<file path="src/chan_pkg.sv">
package chan_pkg;

	////////////////////
	// sample and word sizes
	localparam int SAMPLE_W = 12;                // one adc sample
	localparam int LANE_W = 16;                  // lane holding one sample
	localparam int LANES = 8;                    // samples per burst
	localparam int LANE_CNT_W = $clog2(LANES);
	localparam int WORD_W = 128;                 // burst or header word
	localparam int CNT_W = 24;                   // burst counts and fill numbers

	////////////////////
	// storage sizes
	localparam int ADDR_W = 10;
	localparam int RAM_DEPTH = 1024;             // addresses wrap at this depth
	localparam int FIFO_DEPTH = 16;
	localparam int FIFO_AW = $clog2(FIFO_DEPTH);

	// tag bits on each write word
	localparam int TAG_W = 4;
	localparam int TAG_HDR = 0;                  // word is a fill header
	localparam int TAG_LAST = 1;                 // final word of a fill

	// encoded straight from {acq_enable1, acq_enable0}
	typedef enum logic [1:0] {NONE = 2'b00, MUON = 2'b01, LASER = 2'b10, PED = 2'b11} fill_type_t;

	typedef struct packed {
		logic [15:0] channel_tag;
		logic [7:0] fill_type;                   // fill_type_t zero-extended
		logic [CNT_W-1:0] fill_num;
		logic [CNT_W-1:0] burst_count;
		logic [CNT_W-1:0] start_addr;            // memory address zero-extended
		logic [31:0] reserved;
	} fill_hdr_t;

	typedef struct packed {
		logic [TAG_W-1:0] tag;
		logic [WORD_W-1:0] data;
	} wr_word_t;

endpackage

</file>
<file path="src/chan_if.sv">
`timescale 1ns/10ps

////////////////////
// fill command from decode to sequencer
interface fill_cmd_if import chan_pkg::*; ();
	logic start;                       // one cycle, only while busy is low
	fill_type_t fill_type;
	logic [CNT_W-1:0] burst_count;
	logic [CNT_W-1:0] fill_num;
	logic busy;                        // sequencer is packing a fill

	modport decode (output start, fill_type, burst_count, fill_num, input busy);
	modport seq (input start, fill_type, burst_count, fill_num, output busy);
endinterface


</file>
<file path="src/acq_sequencer.sv">
`timescale 1ns/10ps

module acq_sequencer import chan_pkg::*; (
	input logic clk125,
	input logic reset,
	input logic [15:0] channel_tag,                // goes into every header
	input logic [SAMPLE_W-1:0] adc_sample,         // fresh every cycle
	fill_cmd_if.seq cmd,
	output logic push,                             // write FIFO strobe
	output wr_word_t push_word                     // tag plus header or burst
);

	typedef enum logic {IDLE, PACK} seq_state_t;

	seq_state_t state;
	logic [WORD_W-1:0] lanes;                      // shift register of samples
	logic [WORD_W-1:0] lanes_nxt;
	logic [LANE_CNT_W-1:0] lane_cnt;               // samples in the current burst
	logic [CNT_W-1:0] bursts_left;
	logic burst_done;
	fill_hdr_t hdr;

	assign cmd.busy = (state == PACK);

	// new sample enters the top lane, the oldest ends up in lane 0
	assign lanes_nxt = {LANE_W'(adc_sample), lanes[WORD_W-1:LANE_W]};
	assign burst_done = (state == PACK) && (lane_cnt == LANE_CNT_W'(LANES - 1));

	always_comb begin
		hdr.channel_tag = channel_tag;
		hdr.fill_type = 8'(cmd.fill_type);
		hdr.fill_num = cmd.fill_num;
		hdr.burst_count = cmd.burst_count;
		hdr.start_addr = '0;                       // stamped later by the store
		hdr.reserved = '0;
	end

	////////////////////
	// fsm
	always_ff @(posedge clk125) begin
		if (reset) begin
			state <= IDLE;
			push <= 1'b0;
			lane_cnt <= '0;
			bursts_left <= '0;
		end else begin
			push <= 1'b0;
			case (state)
				IDLE: begin
					if (cmd.start) begin
						push <= 1'b1;              // header word
						lane_cnt <= LANE_CNT_W'(1);   // first sample taken on this edge
						bursts_left <= cmd.burst_count;
						if (cmd.burst_count != '0)
							state <= PACK;
					end
				end
				PACK: begin
					lane_cnt <= lane_cnt + 1'b1;   // wraps every burst
					if (burst_done) begin
						push <= 1'b1;
						bursts_left <= bursts_left - 1'b1;
						if (bursts_left == CNT_W'(1))
							state <= IDLE;         // last burst pushed
					end
				end
				default: state <= IDLE;
			endcase
		end
	end

	////////////////////
	// sample and word registers
	always_ff @(posedge clk125) begin
		lanes <= lanes_nxt;
		if (state == IDLE && cmd.start) begin
			push_word.tag <= '0;
			push_word.tag[TAG_HDR] <= 1'b1;
			push_word.tag[TAG_LAST] <= (cmd.burst_count == '0);   // empty fill
			push_word.data <= hdr;
		end else if (burst_done) begin
			push_word.tag <= '0;
			push_word.tag[TAG_LAST] <= (bursts_left == CNT_W'(1));
			push_word.data <= lanes_nxt;           // includes the 8th sample
		end
	end

endmodule

</file>
<file path="src/flat_wrapper.sv">
// flat-port wrapper written by rule: the top's interface ports become plain ports
module acq_sequencer_flat import chan_pkg::*;
  (clk125, reset, channel_tag, adc_sample, push, push_word, cmd_start, cmd_fill_type, cmd_burst_count, cmd_fill_num, cmd_busy);
  fill_cmd_if cmd_i ();
  input logic clk125;
  input logic reset;
  input logic [15:0] channel_tag;
  input logic [SAMPLE_W-1:0] adc_sample;
  output logic push;
  output wr_word_t push_word;
  input wire logic [$bits(cmd_i.start)-1:0] cmd_start;
  input wire logic [$bits(cmd_i.fill_type)-1:0] cmd_fill_type;
  input wire logic [$bits(cmd_i.burst_count)-1:0] cmd_burst_count;
  input wire logic [$bits(cmd_i.fill_num)-1:0] cmd_fill_num;
  output wire logic [$bits(cmd_i.busy)-1:0] cmd_busy;
  assign cmd_i.start = cmd_start;
  assign cmd_i.fill_type = cmd_fill_type;
  assign cmd_i.burst_count = cmd_burst_count;
  assign cmd_i.fill_num = cmd_fill_num;
  assign cmd_busy = cmd_i.busy;
  acq_sequencer u_core (.clk125(clk125), .reset(reset), .channel_tag(channel_tag), .adc_sample(adc_sample), .cmd(cmd_i), .push(push), .push_word(push_word));
endmodule
</file>
<file path="config.mk">
export PLATFORM = sky130hd
export DESIGN_NAME = acq_sequencer_flat
export DESIGN_NICKNAME = d
export VERILOG_FILES = /design/src/chan_pkg.sv /design/src/chan_if.sv /design/src/acq_sequencer.sv /design/src/flat_wrapper.sv
export SDC_FILE = /design/constraint.sdc
export NUM_CORES = 1
export LEC_CHECK = 0
export ABC_AREA = 0
export BUFFER_PORTS_ARGS = -buffer_cell sky130_fd_sc_hd__buf_2
export CORE_MARGIN = 2
export CORE_UTILIZATION = 51
export DETAILED_ROUTE_END_ITERATION = 7
export GPL_TIMING_DRIVEN = 0
export PLACE_DENSITY = 0.78
export REMOVE_ABC_BUFFERS = 1
export SLEW_MARGIN = 20
export SYNTH_ARGS = -nofsm -noshare
export SYNTH_HDL_FRONTEND = slang
export SYNTH_SLANG_ARGS = --single-unit
export TNS_END_PERCENT = 30
</file>
<file path="constraint.sdc">
create_clock -name clk125 -period 4.25 [get_ports clk125]
set_input_delay 0.2125 -clock clk125 [delete_from_list [all_inputs] [get_ports clk125]]
set_output_delay 0.2125 -clock clk125 [all_outputs]
set_load 0.03 [all_outputs]
</file>
==> impl_metrics.csv <==
group,metric,value,unit
logic_synthesis,syn_area_per_cell,13.0,um2
pwr,peakVddDrop,0.360,mV
critical_path,worstPathRequired,4630,ps
sta,finalCritPeriodShare,69.1,%
global_route,grt_usage,23.5,%
sta,hold_slack,6.67,ps
critical_path,path_class,"register to register",
floorplan,die_w,127,um
floorplan,start_util,52.6,%
detailed_routing,wirelength,19000,um
sta,finalClockSkew,14.1,ps
worst_hold_path,worst_hold_path_type,"input pin to register",
detailed_routing,drt_iter0_drc,540,
global_route,grt_pass1_wl,30500,um
final_layout,area_delta_synth_final,31.2,%
floorplan,fp-row-count,44,
final_layout,stdcell_count,1025,
detailed_routing,wl_per_cell,18.5,um
clocking,clk_path_buf_depth,3,
detailed_routing,met1_length,7840,um
global_route,grt_pass1_vias,5903,
detailed_routing,ant_nets,0,
placement,place_ws,1320,ps
placement,dpl_cell_area,0.00883,mm2
clocking,numCtsBuffers,24,
sta,max_freq,341,MHz
sta,tightestPinTransition,1080,ps
logic_synthesis,syn_area,0.00767,mm2
detailed_routing,routed-wl-met2,9090,um
clocking,path_clk_slew,60,ps
global_route,antenna_found_initial,0,
placement,place_congestion,0.876,
sta,rsz0062_at_grt,"false",
critical_path,startpoint_type,"register",
logic_synthesis,yosysUniqueCellTypes,58,
clocking,cts_setup_buffers,0,
critical_path,worstPathMaxFanout,43,
run_status,status,"complete, no violations",
placement,dp_cells,937,
logic_synthesis,synth_edf_count,67,
pwr,seq_power_share,48.7,%
floorplan,core,0.0146,mm2
logic_synthesis,synth_ff_type,"dfxtp_1",
pwr,power.density,492,mW/mm2
sta,fin_ws,1310,ps
detailed_routing,drtPass1Iterations,5,
critical_path,crit_path_end_kind,"register",
sta,hold_viol_final,0,
pwr,p_switching,1.20,mW
final_layout,drive_above_1_share,30.4,%
pwr,clkPwrFrac,41.0,%
logic_synthesis,ys_ff_latch,227,
final_layout,nNetsFinal,908,
pwr,p_sw_share,24.2,%
clocking,clkLatencyLatePin,510,ps
sta,period_needed,2940,ps
logic_synthesis,seq_area_frac_synth,68.0,%
detailed_routing,viasPerCell,5.62,
logic_synthesis,synthCells,590,
pwr,power_leakage,4.28,nW
sta,relSlewSlack,27.7,%
final_layout,final_area,0.0101,mm2
sta,setup_viol,0,
floorplan,die_h,127,um
logic_synthesis,ys_warn_count,0,
flow_run,maxCapViolCount,0,
global_route,grt_max_degree,59,
pwr,comb_power_share,10.2,%
critical_path,cp.arrival,3320,ps
pwr,internal_power,3.75,mW
floorplan,io_pins,215,
final_layout,antenna_cells,0,
logic_synthesis,async_flop_share,0,%
clocking,cts-root-buf,"clkbuf_16",
placement,numPortBuffers,196,
placement,place_hpwl,11900,um
floorplan,die-area,0.0160,mm2
detailed_routing,remaining_drc_errors,0,
detailed_routing,vias,5759,
clocking,htree_levels,1,
clocking,cts_tree,"built",
pwr,p_total,4.95,mW
global_route,grt-ovfl-total,0,
sta,slew_viol_final,0,
detailed_routing,highest_layer,"met4",
clocking,cts.sinks,227,
detailed_routing,met3WireLength,1610,um
==> cell usage after synthesis (3+ instances only) <==
cell,number,area (um2)
a31oi_1,3,18.8
or3_1,5,31.3
nor2_1,19,71.3
nand2b_1,3,18.8
edfxtp_1,67,2010
a22o_1,94,823
a21oi_1,16,80.1
nor3_1,10,50.1
buf_4,18,135
o221ai_1,4,35.0
ha_1,4,50.1
dfxtp_1,160,3200
clkbuf_1,28,105
o21ai_0,5,25.0
nand4_1,7,43.8
buf_1,9,33.8
inv_1,7,26.3
or2_2,4,25.0
or4_1,5,37.5
nand2_1,22,82.6
mux2i_1,3,30.0
and2_1,17,106
o211ai_1,5,37.5
o311ai_0,7,61.3
a22oi_1,7,52.6
nor4_1,14,87.6
a31o_2,3,26.3
a211oi_1,3,22.5
nand3_1,4,20.0
==> registers in the layout, summed over array words and instances (netlist names) <==
| signal | flops |
|---|---|
| u_core.lane_cnt | 3 |
| u_core.lanes | 84 |
| u_core.push | 1 |
| u_core.bursts_left | 24 |
| u_core.push_word | 114 |
| u_core.cmd.busy | 1 |
==> worst paths after layout <==
kind	to	start	cells past startpoint	slack, ps
setup / recovery	u_core.bursts_left[20]$_SDFFE_PP0P_	u_core.cmd.busy$_SDFF_PP0_	6	1310
hold / removal	u_core.push_word[86]$_DFFE_PP_	cmd_fill_num[6]	2	7
setup reg to reg	u_core.bursts_left[20]$_SDFFE_PP0P_	u_core.cmd.busy$_SDFF_PP0_	6	1310
hold reg to reg	u_core.lanes[96]$_DFF_P_	u_core.lanes[112]$_DFF_P_	0	350
==> per-stage QoR <==
stage,util (%),TNS (ps)
after global placement,59.3,-531850
after detailed placement,60.5,0
after CTS,68.9,0
after global routing,69.0,0
after floorplan,-,-124500
final,69.0,0
==> cells in the final DEF (no fill, tap or decap), types with 5 or more instances in the layout <==
master,instances
buf_2,196
dfxtp_1,160
a22o_1,94
edfxtp_1,67
dlygate4sd3_1,44
clkbuf_16,25
nand2_1,22
nor2_1,19
conb_1,18
and2_1,16
a21oi_1,16
nor4_1,14
nor3_1,10
clkbuf_1,8
nand4_1,7
o311ai_0,7
a22oi_1,7
inv_1,6
or4_1,5
or3_1,5
o211ai_1,5
o21ai_0,5
==> cell families (layout without fill, tap and decap cells) <==
group                    Yosys count  in the layout  share of synthesized area, %
flip-flops                       227            227                          68.0
adder cells (fa/ha/maj)            4              4                         0.653
AO/OA/AOI/OAI                    166            166                          17.6
AND/OR/NAND/NOR                  124            124                          8.99
buffers and inverters             64            298                          4.11
multiplexers                       4              4                         0.539
other                              1             18                        0.0489
==> power by group through the flow <==
stage | Combinational, mW | Clock (mW) | Sequential, mW
finish | 0.506 | 2.03 | 2.41
global route | 0.543 | 2.16 | 2.42
CTS | 0.498 | 2.06 | 2.41
detailed placement | 0.466 | 0 | 2.45
global placement | 0.436 | 0 | 2.45
floorplan | 0.197 | 0 | 2.53
==> metal layers <==
layer | up-vias | GRT usage [%]
li1 | 2691 | -
met1 | 2739 | 30.1
met2 | 282 | 39.0
met3 | 47 | 6.28
met4 | 0 | 7.43
met5 | - | 0
==> cell type report <==
class / count / area (um2)
Inverter: 8 / 32.5
Sequential cell: 227 / 5220
Fill cell: 998 / 4530
Clock buffer: 37 / 711
Multi-Input combinational cell: 316 / 2220
Timing Repair Buffer: 246 / 1570
Tap cell: 184 / 230
Clock inverter: 7 / 77.6
==> timing repair <==
item,CTS,global route
endpoints found under the setup margin,0,0
hold buffers,43,1
hold endpoints to repair,43,1
gates resized for setup,0,0
==> critical path: stages (launching register included) <==
cell and delay (ps):
dfxtp_1 1040, mux2i_4 780, buf_16 250, inv_4 170, buf_12 250, o221ai_1 220
nor3_1 70
Note: power is estimated with default switching activity, not from simulation.
