$ cat src/chan_pkg.sv
package chan_pkg;

	////////////////////
	// sample and word sizes
	localparam int SAMPLE_W = 12;                // one adc sample
	localparam int LANE_W = 16;                  // lane holding one sample
	localparam int LANES = 8;                    // samples per burst
	localparam int LANE_CNT_W = $clog2(LANES);
	localparam int WORD_W = 128;                 // burst or header word
	localparam int CNT_W = 24;                   // burst counts and fill numbers

	////////////////////
	// storage sizes
	localparam int ADDR_W = 10;
	localparam int RAM_DEPTH = 1024;             // addresses wrap at this depth
	localparam int FIFO_DEPTH = 16;
	localparam int FIFO_AW = $clog2(FIFO_DEPTH);

	// tag bits on each write word
	localparam int TAG_W = 4;
	localparam int TAG_HDR = 0;                  // word is a fill header
	localparam int TAG_LAST = 1;                 // final word of a fill

	// encoded straight from {acq_enable1, acq_enable0}
	typedef enum logic [1:0] {NONE = 2'b00, MUON = 2'b01, LASER = 2'b10, PED = 2'b11} fill_type_t;

	typedef struct packed {
		logic [15:0] channel_tag;
		logic [7:0] fill_type;                   // fill_type_t zero-extended
		logic [CNT_W-1:0] fill_num;
		logic [CNT_W-1:0] burst_count;
		logic [CNT_W-1:0] start_addr;            // memory address zero-extended
		logic [31:0] reserved;
	} fill_hdr_t;

	typedef struct packed {
		logic [TAG_W-1:0] tag;
		logic [WORD_W-1:0] data;
	} wr_word_t;

endpackage

$ cat src/chan_if.sv


////////////////////
// burst memory port
interface burst_mem_if import chan_pkg::*; ();
	logic wr_en;
	logic [ADDR_W-1:0] wr_addr;
	logic [WORD_W-1:0] wr_dat;
	logic rd_en;
	logic [ADDR_W-1:0] rd_addr;
	logic [WORD_W-1:0] rd_dat;         // one cycle after rd_en
	logic rd_vld;

	modport store (output wr_en, wr_addr, wr_dat, rd_en, rd_addr, input rd_dat, rd_vld);
	modport ram (input wr_en, wr_addr, wr_dat, rd_en, rd_addr, output rd_dat, rd_vld);
endinterface

$ cat src/burst_store.sv
`timescale 1ns/10ps

module burst_store import chan_pkg::*; (
	input logic clk125,
	input logic reset,
	input wr_word_t fifo_dout,                     // head of the write FIFO
	input logic fifo_empty,
	output logic fifo_pop,
	input logic [ADDR_W-1:0] fixed_start_addr,
	input logic en_fixed_start_addr,               // use fixed_start_addr for this fill
	output logic hdr_push,                         // to the header FIFO
	output fill_hdr_t hdr_word,
	output logic acq_done,                         // last word of a fill written
	input logic [ADDR_W-1:0] rd_start_addr,
	input logic [CNT_W-1:0] rd_burst_cnt,
	input logic enable_reading,                    // load address and count, go
	input logic rd_fifo_almost_full,               // pause reads while high
	output logic [WORD_W-1:0] rd_dat,
	output logic rd_valid,
	output logic rd_last,
	output logic reading_done,
	burst_mem_if.store mem
);

	logic [ADDR_W-1:0] wr_ptr;                     // address after the last word written
	logic [ADDR_W-1:0] start_addr;
	logic [ADDR_W-1:0] word_addr;
	logic is_hdr;
	logic [ADDR_W-1:0] rd_ptr;
	logic [CNT_W-1:0] rd_left;                     // words still to be read
	logic rd_issue;
	logic last_pend;                               // lines up with the ram latency

	////////////////////
	// write side
	assign fifo_pop = ~fifo_empty;                 // drain every cycle
	assign is_hdr = fifo_dout.tag[TAG_HDR];
	assign start_addr = en_fixed_start_addr ? fixed_start_addr : wr_ptr;
	assign word_addr = is_hdr ? start_addr : wr_ptr;

	always_comb begin
		hdr_word = fill_hdr_t'(fifo_dout.data);
		hdr_word.start_addr = CNT_W'(start_addr);  // stamp where the fill begins
	end

	assign hdr_push = fifo_pop & is_hdr;
	assign mem.wr_en = fifo_pop;
	assign mem.wr_addr = word_addr;
	assign mem.wr_dat = is_hdr ? WORD_W'(hdr_word) : fifo_dout.data;

	always_ff @(posedge clk125) begin
		if (reset) begin
			wr_ptr <= '0;
			acq_done <= 1'b0;
		end else begin
			acq_done <= fifo_pop & fifo_dout.tag[TAG_LAST];
			if (fifo_pop)
				wr_ptr <= word_addr + 1'b1;        // wraps at RAM_DEPTH
		end
	end

	////////////////////
	// read side
	assign rd_issue = (rd_left != '0) & ~rd_fifo_almost_full;
	assign mem.rd_en = rd_issue;
	assign mem.rd_addr = rd_ptr;
	assign rd_dat = mem.rd_dat;
	assign rd_valid = mem.rd_vld;
	assign rd_last = last_pend;
	assign reading_done = last_pend;

	always_ff @(posedge clk125) begin
		if (reset) begin
			rd_ptr <= '0;
			rd_left <= '0;
			last_pend <= 1'b0;
		end else begin
			last_pend <= rd_issue & (rd_left == CNT_W'(1));   // final read issued
			if (enable_reading) begin
				rd_ptr <= rd_start_addr;
				rd_left <= rd_burst_cnt;
			end else if (rd_issue) begin
				rd_ptr <= rd_ptr + 1'b1;
				rd_left <= rd_left - 1'b1;
			end
		end
	end

endmodule

$ cat src/flat_wrapper.sv
// flat-port wrapper written by rule: the top's interface ports become plain ports
module burst_store_flat import chan_pkg::*;
  (clk125, reset, fifo_dout, fifo_empty, fifo_pop, fixed_start_addr, en_fixed_start_addr, hdr_push, hdr_word, acq_done, rd_start_addr, rd_burst_cnt, enable_reading, rd_fifo_almost_full, rd_dat, rd_valid, rd_last, reading_done, mem_wr_en, mem_wr_addr, mem_wr_dat, mem_rd_en, mem_rd_addr, mem_rd_dat, mem_rd_vld);
  burst_mem_if mem_i ();
  input logic clk125;
  input logic reset;
  input wr_word_t fifo_dout;
  input logic fifo_empty;
  output logic fifo_pop;
  input logic [ADDR_W-1:0] fixed_start_addr;
  input logic en_fixed_start_addr;
  output logic hdr_push;
  output fill_hdr_t hdr_word;
  output logic acq_done;
  input logic [ADDR_W-1:0] rd_start_addr;
  input logic [CNT_W-1:0] rd_burst_cnt;
  input logic enable_reading;
  input logic rd_fifo_almost_full;
  output logic [WORD_W-1:0] rd_dat;
  output logic rd_valid;
  output logic rd_last;
  output logic reading_done;
  output wire logic [$bits(mem_i.wr_en)-1:0] mem_wr_en;
  output wire logic [$bits(mem_i.wr_addr)-1:0] mem_wr_addr;
  output wire logic [$bits(mem_i.wr_dat)-1:0] mem_wr_dat;
  output wire logic [$bits(mem_i.rd_en)-1:0] mem_rd_en;
  output wire logic [$bits(mem_i.rd_addr)-1:0] mem_rd_addr;
  input wire logic [$bits(mem_i.rd_dat)-1:0] mem_rd_dat;
  input wire logic [$bits(mem_i.rd_vld)-1:0] mem_rd_vld;
  assign mem_wr_en = mem_i.wr_en;
  assign mem_wr_addr = mem_i.wr_addr;
  assign mem_wr_dat = mem_i.wr_dat;
  assign mem_rd_en = mem_i.rd_en;
  assign mem_rd_addr = mem_i.rd_addr;
  assign mem_i.rd_dat = mem_rd_dat;
  assign mem_i.rd_vld = mem_rd_vld;
  burst_store u_core (.clk125(clk125), .reset(reset), .fifo_dout(fifo_dout), .fifo_empty(fifo_empty), .fifo_pop(fifo_pop), .fixed_start_addr(fixed_start_addr), .en_fixed_start_addr(en_fixed_start_addr), .hdr_push(hdr_push), .hdr_word(hdr_word), .acq_done(acq_done), .rd_start_addr(rd_start_addr), .rd_burst_cnt(rd_burst_cnt), .enable_reading(enable_reading), .rd_fifo_almost_full(rd_fifo_almost_full), .rd_dat(rd_dat), .rd_valid(rd_valid), .rd_last(rd_last), .reading_done(reading_done), .mem(mem_i));
endmodule
$ cat config.mk
export PLATFORM = sky130hd
export DESIGN_NAME = burst_store_flat
export DESIGN_NICKNAME = d
export VERILOG_FILES = /design/src/chan_pkg.sv /design/src/chan_if.sv /design/src/burst_store.sv /design/src/flat_wrapper.sv
export SDC_FILE = /design/constraint.sdc
export NUM_CORES = 1
export LEC_CHECK = 0
export BUFFER_PORTS_ARGS = -buffer_cell sky130_fd_sc_hd__buf_2
export CAP_MARGIN = 20
export CORE_AREA = 2 2 280 282
export DETAILED_ROUTE_END_ITERATION = 7
export DIE_AREA = 0 0 282 284
export SLEW_MARGIN = 20
export SYNTH_ARGS = -nofsm -noshare
export SYNTH_HDL_FRONTEND = slang
export SYNTH_SLANG_ARGS = --single-unit
export TNS_END_PERCENT = 1
$ cat constraint.sdc
create_clock -name clk125 -period 3.1 [get_ports clk125]
set_clock_uncertainty 0.2 [all_clocks]
set_input_delay 0.155 -clock clk125 [delete_from_list [all_inputs] [get_ports clk125]]
set_output_delay 0.155 -clock clk125 [all_outputs]
set_load 0.1 [all_outputs]
==> results.ini <==
[status]
status=complete, no violations

[critical_path]
path_cells=inv_1 > ha_1 > or3b_2 > or4_4 > o2111ai_4 > o31ai_1 > a311oi_2
arrival_ps=2930
crit_family=simple AND/OR/NAND/NOR gates
critPathRequiredTime_ps=3140
slowest_delay_ps=550
crit_buf_inv=1
crit_path_max_fanout=16
slowest_stage=or4_4
path_class=register to register
end_kind=register
critPathLaunchType=register

[power]
powerDensity_nw_per_um2=399
pwr-share-clk_pct=27.5
p_seq_share_pct=30.0
p_int_w=0.00117
swShare_pct=48.3
switchingPower_w=0.00109
ir_drop_mv=0.189
power_frac_comb_pct=42.6
p_leak_nw=1.95

[sta]
period_share_pct=93.3
tightest_slew_ps=836
fin_ws_ps=209
rsz0062_at_grt=false
setup_tns_ps=0
setup_viol=0
slew_headroom_pct=44.1
max_freq_ghz=0.346
maxSlewViolCount=0
min_period_ps=2890
finalHoldViolations=0

[yosys]
yosys.area_share.xor_xnor_pct=2.58
synth.avg_cell_area_um2=8.03
synth-compound-area-share_pct=12.5
ys_seq_elements=46
postSynthCellCount=719
ys_async_sr_fraction_pct=0
yosys_warnings=0
synthMuxAreaShare_pct=5.40
synth_edf_count=0
synthSimpleGateAreaFrac_pct=13.5
synth_top_family_by_area=buffers and inverters
synth_top_flop_cell=dfxtp_1
synth_adder_area_share_pct=1.08
syn-cell-area_um2=5770
yosys.cell_types.count=54
ys_seq_area_share_pct=16.0

[routing]
route.detailed.drc=0
vias_per_cell=2.54
drtPass1Iterations=4
routed_wl_mm=24.4
final_antenna_net_count=0
via_count=4018
wl_per_cell_um=15.4
drt_iter0_markers=149

[layout]
syn_to_final_growth_pct=-2.04
nNetsFinal=857
drive_gt1_share_pct=37.1
layout_commonest_cell=buf_2
final_cell_mix=buf_2 (136), dfxtp_1 (46), nor2_1 (42), dlygate4sd3_1 (35), mux2_2 (25)

[clock_tree]
clock_sinks=46
post_cts_buffers=0
root_buffer=clkbuf_16
clock_latency_ps=320
cts_tree=done
cts.path.max_buffers=2
cts-htree-levels=2
cts-buffers-inserted=5
clk_pin_slew_worst_paths_ps=90

[global_route]
gr-usage-all-layers_pct=5.77
grt_start_max_net_pins=34
antenna_found_initial=11
grt_overflow_total=0
grt_pass1_wl_mm=31.5
first_global_vias=4004

[worst_hold_path]
hold_path_class=input port to register

[die]
die_area_um2=80100
ioPinCount=723
die_w_um=282
rows=102
initial_core_util_pct=7.50
core_um2=77000
die_y_um=284

[place]
finalWeightedCongestion=0.699
hpwl_mm=20.3
place_ws_ps=160
numPortBuffers=136

[flow_run]
drv_cap=0

[final cells by class]
type | count | area (um2)
clock buffer | 5 | 125
timing repair buffer | 183 | 1130
multi-input combinational | 293 | 2100
tap | 1040 | 1300
clock inverter | 3 | 23.8
inverter | 12 | 45.0
fill | 9089 | 71300
sequential | 46 | 921
antenna | 1 | 2.50
[layer usage]
layer / track usage [%] / part of all wire, % / vias to the layer above
li1: - / - / 1712
met1: 5.50 / 34 / 1737
met2: 8.25 / 41 / 372
met3: 3.60 / 14 / 183
met4: 5.73 / 10 / 14
met5: 0.672 / 0.58 / -
[power groups by stage]
stage	sequential, W	combinational, W	clock, W
CTS	0.000676	0.000967	0.000658
finish	0.000677	0.000961	0.000620
floorplan	0.000749	0.00273	0
detailed placement	0.000689	0.000916	0
global placement	0.000689	0.000911	0
global route	0.000685	0.00101	0.000680
[sequential cells by signal, summed over array words and instances, names as in the netlist]
register / cells
u_core.wr_ptr: 10
u_core.mem.rd_addr: 10
u_core.rd_last: 1
u_core.acq_done: 1
u_core.rd_left: 24
[kinds of logic after synthesis]
group | count (synthesis)
AO/OA/AOI/OAI | 89
XOR/XNOR | 17
adder cells (fa/ha/maj) | 5
buffers and inverters | 393
flip-flops | 46
multiplexers | 28
other | 1
AND/OR/NAND/NOR | 140
[worst paths after layout]
path	from	endpoint	slack, ps	depth (start not counted)
setup / recovery	u_core.rd_left[0]	u_core.rd_left[19]	210	7
hold / removal	enable_reading	u_core.rd_left[1]	20	3
setup reg to reg	u_core.rd_left[0]	u_core.rd_left[19]	210	7
hold reg to reg	u_core.wr_ptr[4]	u_core.wr_ptr[4]	290	2
[synth_stat cells (9+ instances only)]
cell type  count  area, um2
or4_1          9       67.6
nor2_1        42        158
nand2_1       17       63.8
a21oi_1       12       60.1
dfxtp_1       46        921
a211oi_1      24        180
buf_4        355       2670
clkbuf_1      19       71.3
nor2b_1       16        100
xnor2_1       12        105
o31ai_1       10       75.1
mux2_2        25        282
inv_1         12       45.0
[what timing repair did]
item / CTS / global route
hold endpoints to repair: 35 / 0
resized for setup: 1 / 1
hold buffers: 35 / 0
endpoints found under the setup margin: 1 / 1
[per-stage QoR]
step,util (%),hold WS (ps),std cells,total power [W],cell area (um2)
after floorplan,-,69.1,732,0.00348,5830
after CTS,7.33,5.89,1582,0.00230,5640
final,7.35,21.6,1583,0.00226,5650
after global placement,6.68,111,1539,0.00160,5140
after global routing,7.34,14.3,1582,0.00238,5650
after detailed placement,6.68,111,1539,0.00160,5140
[tightest hold or removal path: stages]
cell	delay, ps
buf_2	190
nand2_1	90
a21oi_1	50
No activity file was read; power rests on OpenSTA's default activity.
