$ cat src/chan_pkg.sv
package chan_pkg;

	////////////////////
	// sample and word sizes
	localparam int SAMPLE_W = 12;                // one adc sample
	localparam int LANE_W = 16;                  // lane holding one sample
	localparam int LANES = 8;                    // samples per burst
	localparam int LANE_CNT_W = $clog2(LANES);
	localparam int WORD_W = 128;                 // burst or header word
	localparam int CNT_W = 24;                   // burst counts and fill numbers

	////////////////////
	// storage sizes
	localparam int ADDR_W = 10;
	localparam int RAM_DEPTH = 1024;             // addresses wrap at this depth
	localparam int FIFO_DEPTH = 16;
	localparam int FIFO_AW = $clog2(FIFO_DEPTH);

	// tag bits on each write word
	localparam int TAG_W = 4;
	localparam int TAG_HDR = 0;                  // word is a fill header
	localparam int TAG_LAST = 1;                 // final word of a fill

	// encoded straight from {acq_enable1, acq_enable0}
	typedef enum logic [1:0] {NONE = 2'b00, MUON = 2'b01, LASER = 2'b10, PED = 2'b11} fill_type_t;

	typedef struct packed {
		logic [15:0] channel_tag;
		logic [7:0] fill_type;                   // fill_type_t zero-extended
		logic [CNT_W-1:0] fill_num;
		logic [CNT_W-1:0] burst_count;
		logic [CNT_W-1:0] start_addr;            // memory address zero-extended
		logic [31:0] reserved;
	} fill_hdr_t;

	typedef struct packed {
		logic [TAG_W-1:0] tag;
		logic [WORD_W-1:0] data;
	} wr_word_t;

endpackage

$ cat src/sync_fifo.sv
`timescale 1ns/10ps

module sync_fifo import chan_pkg::*; #(
	parameter type payload_t = logic [WORD_W-1:0]
) (
	input logic clk125,
	input logic reset,
	input logic push,
	input logic pop,
	input payload_t din,
	output payload_t dout,                         // head word, valid while not empty
	output logic empty,
	output logic full
);

	payload_t buf_mem [FIFO_DEPTH];
	logic [FIFO_AW-1:0] wr_ptr;
	logic [FIFO_AW-1:0] rd_ptr;
	logic [FIFO_AW:0] count;                       // one extra bit for full
	logic do_push;
	logic do_pop;

	assign do_push = push & ~full;                 // dropped when full
	assign do_pop = pop & ~empty;                  // ignored when empty
	assign empty = (count == '0);
	assign full = (count == (FIFO_AW + 1)'(FIFO_DEPTH));
	assign dout = buf_mem[rd_ptr];                 // show-ahead

	always_ff @(posedge clk125) begin
		if (do_push)
			buf_mem[wr_ptr] <= din;
	end

	always_ff @(posedge clk125) begin
		if (reset) begin
			wr_ptr <= '0;
			rd_ptr <= '0;
			count <= '0;
		end else begin
			if (do_push)
				wr_ptr <= wr_ptr + 1'b1;           // wraps at FIFO_DEPTH
			if (do_pop)
				rd_ptr <= rd_ptr + 1'b1;
			case ({do_push, do_pop})
				2'b10: count <= count + 1'b1;
				2'b01: count <= count - 1'b1;
				default: count <= count;           // both or neither
			endcase
		end
	end

endmodule

$ cat config.mk
export PLATFORM = sky130hd
export DESIGN_NAME = sync_fifo
export DESIGN_NICKNAME = d
export VERILOG_FILES = /design/src/chan_pkg.sv /design/src/sync_fifo.sv
export SDC_FILE = /design/constraint.sdc
export NUM_CORES = 1
export LEC_CHECK = 0
export ABC_AREA = 0
export BUFFER_PORTS_ARGS = -buffer_cell sky130_fd_sc_hd__buf_2
export CAP_MARGIN = 20
export CORE_AREA = 2 2 563 565
export DETAILED_ROUTE_END_ITERATION = 7
export DIE_AREA = 0 0 565 567
export HOLD_SLACK_MARGIN = 0.15
export SYNTH_ARGS = -nofsm -noshare
export SYNTH_HDL_FRONTEND = slang
export SYNTH_SLANG_ARGS = --single-unit
$ cat constraint.sdc
create_clock -name clk125 -period 11.2 [get_ports clk125]
set_input_delay 0.56 -clock clk125 [delete_from_list [all_inputs] [get_ports clk125]]
set_output_delay 0.56 -clock clk125 [all_outputs]
set_load 0.005 [all_outputs]
==> run metrics, run 1 <==
fin area around 90,000 um^2; RSZ-0062 raised after global routing no; CP dominant cell by count mux4_2; internal reg-to-reg setup slack 6870 ps; CTS tree done; Async SR Flop Fraction 0%; first-pass GRT wire length about 270,000 um; CP max FO 86; Die Footprint 320,400 um^2; Mapped Area 78,150 um^2; max-capacitance violation count 0; Initial DRC Count between 3,000 and 4,000; CTS resizes 0; Final min period roughly 5300 ps; Mapped Nets approximately 3,300; final hold vios 0; clk_lat worst skew 860 ps; Die X 565 um; pins over their slew limit 0; CP startpoint kind flop; cts bufs inserted 219; GPL Wtd Cong roughly 0.7; via count about 35,000; Via density 4.412; drt wl/cell 23.24 um; Placed Area 84,580 um^2; largest net degree at the start of global routing between 100 and 150; die span in y 567 um; Core Area 313,900 um^2; Area Overhead vs Synth 18.66%; CP max stage cell dfxtp_4; commonest non-fill, non-tap cell in the layout edfxtp_1; Post-Layout Cell Count 8,023; WS Path Type reg2out; CP endpoint kind primary output; Synth Instances 3,170; CTS HTree Levels 4; Routed Antenna Nets 0; number of enable flip-flop cells after synthesis 2,048; Hold WS 522.0 ps; RR Endpoint buf_mem[14][15]; VDD IR max 0.1366 mV; Final Setup Violations 0; Relative slew margins 24.71%; post-route clock period utilization 47.20%; reg2reg path depth 6; Final Skew 85.48 ps; Reg-to-Reg Start count[1]; FP Rows 206; slew of the pin with the lowest slew margin 1129 ps; crit path capture dout[38]; layout cells sized above 1 about a third; crit-path cells buf_12, buf_4, mux4_2, mux4_2, buf_2; gr ovfl total 0; vias in the first global route 37,280; CTS max path bufs 4; Starting Density 24.89%; hpwl dp 95,340 um; fmax about 190 MHz; setup_tns 0 ps; clock-pin slew on the worst setup and hold paths 60 ps; Detailed Route WL 186,400 um; drt pass-1 iters 5; crit-path max cell delay approximately 860 ps; status completed; Pwr per Cell Area a little under 200 nW/um^2; Worst EP required 10,640 ps; Avg Inst Size Synth 24.65 um^2; fin nets 3,822; Tot GR Track Use between 10% and 20%; Cell Count Post-Placement 7,490; initial antenna violation count 34; Root Buffer clkbuf_16; sequential fraction of the synthesis area about four fifths; # DRC 0; CTS sink count 2,065; arrival time worst endpoint ~4700 ps; flip-flop and latch count after synthesis 2,065; Hold WC Path Type reg2reg; IO Pins 262; most frequent cells in the layout edfxtp_1, mux4_2, buf_2; top_reg_cell synth edfxtp_1; Synth warnings 0; library cells used by synthesis 39; Port Buffers about 260; Leak 0.02771 uW
repair_timing:
action	4_1_cts	5_1_grt
setup buffers	0	0
endpoints found under the hold margin	2065	0
hold buffers	131	0
synth_stat cells (all sizes together) (6+ instances only):
cell type  instances  area [um^2]
edfxtp          2048        61500
mux4             576        12970
buf               94        555.5
clkbuf            78        292.8
mux2i             67        670.6
a211oi            66        495.5
a21oi             65        325.3
nor2b             65        406.6
nor2              31        116.4
dfxtp             17        340.3
ha                 8        100.1
inv                6        22.52
nand2              6        22.52
nor3               6        30.03
xor2               6        52.55
cell families (layout without fill, tap and decap cells):
group	Yosys count	in the layout	synth area share [%]
other	0	10	0
xor gates and xnor gates	8	8	0.08966
AOI/OAI and AO/OA	143	143	1.175
muxes	645	645	17.49
and+or+nand+nor	123	123	0.8742
DFF	2065	2065	79.13
adders and majority gates	8	8	0.1281
buffers and inverters	178	861	1.114
flip-flops by register name, summed over array words and instances, names as in the netlist, named ones only:
register	cells
buf_mem	2048
count	5
rd_ptr	4
wr_ptr	4
worst min path at each step:
stage | start | endpoint | slack [ps] | cells past startpoint
2_1_floorplan | rd_ptr[3] | flop | 480 | 2
4_1_cts | din[65] | buf_mem[8][65] | 520 | 2
3_3_place_gp | rd_ptr[3] | rd_ptr[3] | 500 | 2
3_5_place_dp | rd_ptr[3] | rd_ptr[3] | 510 | 2
6_report | rd_ptr[3] | rd_ptr[3] | 520 | 2
5_1_grt | din[1] | buf_mem[0][1] | 570 | 2
worst max-delay path, delay by kind of cell, from the launching register on:
| kind | cells | cell delay [ps] |
|---|---|---|
| buffers and inverters | 3 | 1570 |
| multiplexers | 2 | 1180 |
| flip-flops | 1 | 860 |
per-stage QoR:
step           utilization, %  total power (uW)  setup WS (ps)
6_report                29.54             18370           5914
4_1_cts                 29.53             18630           5684
5_1_grt                 29.53             19080           5466
3_3_place_gp            26.94             11620           6650
3_5_place_dp            26.94             11650           6628
2_1_floorplan               -             10770          532.9
where the power goes:
part           total [uW]  switching, uW  internal (uW)  leakage, uW
Combinational        2630           1360           1270      0.00574
Clock                6920           2950           3970      0.00332
Sequential           8820           91.5           8730       0.0186
area by class of cell:
type | instances | area, um^2
Fill cell | 30250 | 221200
Tap cell | 4160 | 5205
Clock buffer | 259 | 5652
Inverter | 6 | 22.52
Clock inverter | 133 | 1159
Antenna cell | 10 | 25.02
Sequential cell | 2065 | 61850
Multi-Input combinational cell | 927 | 15550
Timing Repair Buffer | 463 | 3263
routing by layer:
layer / track usage [%] / routed length (um) / vias up
met5: 0 / 153 / -
met4: 3.178 / 4531 / 26
met1: 15.48 / 81080 / 19350
li1: - / - / 14750
met2: 18.12 / 88490 / 993
met3: 2.767 / 12180 / 279
Note: power is estimated with default switching activity, not from simulation.
==> run 2, diff against run 1 <==
--- a/config.mk
+++ b/config.mk
@@ -5,12 +5,12 @@
 export SDC_FILE = /design/constraint.sdc
 export NUM_CORES = 1
 export LEC_CHECK = 0
-export ABC_AREA = 0
+export ABC_AREA = 1
 export BUFFER_PORTS_ARGS = -buffer_cell sky130_fd_sc_hd__buf_2
 export CAP_MARGIN = 20
-export CORE_AREA = 2 2 563 565
+export CORE_AREA = 2 2 568 570
 export DETAILED_ROUTE_END_ITERATION = 7
-export DIE_AREA = 0 0 565 567
+export DIE_AREA = 0 0 570 572
 export HOLD_SLACK_MARGIN = 0.15
 export SYNTH_ARGS = -nofsm -noshare
 export SYNTH_HDL_FRONTEND = slang
==> constraint.sdc (replaced) <==
create_clock -name clk125 -period 5.1 [get_ports clk125]
set_input_delay 0.255 -clock clk125 [delete_from_list [all_inputs] [get_ports clk125]]
set_output_delay 0.255 -clock clk125 [all_outputs]
set_load 0.005 [all_outputs]
==> run 2 against run 1 <==
Compared with the run above:
- first-iteration DRC count is 60% higher
- worst setup slack worse by 5200 ps
- synthesized cell count is 79% higher
- hold slack worse by 240 ps
- largest cell class unchanged
- largest power group unchanged
- utilization is 0.21 points lower
- cell count is 29% higher
- clock skew is 24 ps lower
- highest routed layer unchanged
- combinational power grew to 3.5 times the previous value
- global-route usage is 2.3 points higher
- non-clock buffer count is 26 higher
- critical endpoint is now dout[77]
- total power is 140% higher
==> run metrics, run 2 <==
Detailed Route WL approximately 230,000 um; Via density 4.861; Final Setup Violations 0; library cells used by synthesis 30; arrival time worst endpoint ~4000 ps; sequential fraction of the synthesis area 77.69%; largest net degree at the start of global routing between 200 and 300; WS Path Type reg2out; Mapped Area 79,600 um^2; fmax about 230 MHz; cts bufs inserted 217; Synth area leader edfxtp_1; Synth top area share 77.26%; layout cells sized above 1 10.99%; Core Area 319,800 um^2; total power ~44,000 uW; most frequent cell after synthesis edfxtp_1; CP max stage cell dfxtp_4; fin worst setup slack 743.2 ps; Synth warnings 0; Mapped Nets 5,802; Port Buffers ~260; Avg Inst Size Synth 14.06 um^2; CTS max path bufs 4; pins over their slew limit 0; gr ovfl total 0; max-capacitance violation count 0; Leak between 0.02 and 0.03 uW; Routed Antenna Nets 0; internal reg-to-reg setup slack 2060 ps; Post-synth top cells edfxtp_1, nor2_1, o21ai_0, o22ai_1, clkbuf_1; post-route clock period utilization a little under nine tenths; Largest regs buf_mem: 2048 flops, count: 5 flops; crit-path cells clkinv_16, buf_12, buf_4, o21ai_0, o22ai_1, o211ai_1, nand2_1, buf_2; clk_lat worst skew 850 ps; CP startpoint kind flop; Area Overhead vs Synth 17.83%; Initial DRC Count 5,445; Cell Count Post-Placement 9,798; Die X 570 um; CTS sink count 2,065; Post CTS Setup Buffer Count 0; Tot GR Track Use 13.72%; Final min period between 4000 and 5000 ps; pre-CTS setup slack 1709 ps; Pwr per Cell Area 465.4 nW/um^2; Top Metal Used met5; first-pass GRT wire length around 330,000 um; most frequent cells in the layout edfxtp_1, nor2_1, o21ai_0; IO Pins 262; slew of the pin with the lowest slew margin 1291 ps; vias in the first global route 49,070; CTS resizes 0; CP max FO 262; die span in y about 570 um; CP endpoint kind primary output; Final Skew 61.90 ps; Largest register FFs 2,048; Synth Instances 5,662; # DRC 0; Post-CTS Hold Buffers 131; drt wl/cell between 20 and 25 um; GPL Wtd Cong 0.7376; CTS HTree Levels 4; Async SR Flop Fraction 0%; via count 50,150; number of enable flip-flop cells after synthesis 2,048; CTS tree done; crit-path max cell delay 640 ps; top post-synthesis cells by area edfxtp_1, o21ai_0, nor2_1; VDD IR max a little under 0.4 mV; Starting Density between 20% and 30%; clock-pin slew on the worst setup and hold paths 60 ps; hpwl dp between 100,000 and 150,000 um; Hold WC Path Type in2reg; crit-path leading delay family buffers and inverters; initial antenna violation count 34; status completed; routed wl met3 about 18,000 um; Post-Layout Cell Count ~10,000; Top reg by flops buf_mem; top_reg_cell synth edfxtp_1; Buf/Inv on CP 4; Root Buffer clkbuf_16; FP Rows ~210; DR WL met2 108,300 um; Fillers around 32,000; Die Footprint 326,000 um^2; RSZ-0062 raised after global routing no; Relative slew margins 13.94%; drt pass-1 iters 5; commonest non-fill, non-tap cell in the layout edfxtp_1; Worst EP required between 4000 and 5000 ps; met1 WL 99,500 um; fin nets 6,088; flip-flop and latch count after synthesis 2,065; final hold vios 0
-- run 2: routing by layer --
metal  GRT usage (%)  vias up
met5               0        -
met4           3.919       26
met3           2.833      387
met2           22.21     2084
met1           18.50    25440
li1                -    22210
-- run 2: cells by family after synthesis --
logic type,share of synthesized area (%)
muxes,0.07545
xor gates and xnor gates,0.05501
and+or+nand+nor,6.327
DFF,77.69
AOI/OAI and AO/OA,13.19
buffers and inverters,2.537
adders and majority gates,0.1258
-- run 2: stage by stage --
stage               util, %  hold slack (ps)  cell area (um^2)   TNS, ps
finish                29.32            284.0             93790         0
global route          29.32            242.3             93770         0
CTS                   29.32            191.5             93770         0
detailed placement    26.81            497.2             85740         0
global placement      26.81            481.0             85740         0
floorplan                 -            324.1             79600  -3602950
-- run 2: final cells by class --
cell class / count / area [um^2] / share of cell area, %
inverter: 27 / 147.6 / 0.1574
clock inverter: 107 / 1045 / 1.114
multi-input combinational: 3148 / 15860 / 16.91
clock buffer: 270 / 5670 / 6.046
timing repair buffer: 489 / 3934 / 4.194
antenna: 10 / 25.02 / 0.02668
sequential: 2065 / 61850 / 65.95
tap: 4200 / 5255 / 5.603
-- run 2: final timing paths --
check	start	end	depth (start not counted)
min reg2reg	rd_ptr[2]	flop	2
min	din[36]	buf_mem[4][36]	2
max	flop	dout[77]	8
max reg2reg	count[2]	buf_mem[14][110]	7
-- run 2: report_power, final --
group / switching, uW / leakage, uW / internal [uW]
Clock: 6460 / 0.00326 / 8670
Sequential: 181 / 0.0186 / 19200
Combinational: 6430 / 0.00749 / 2750
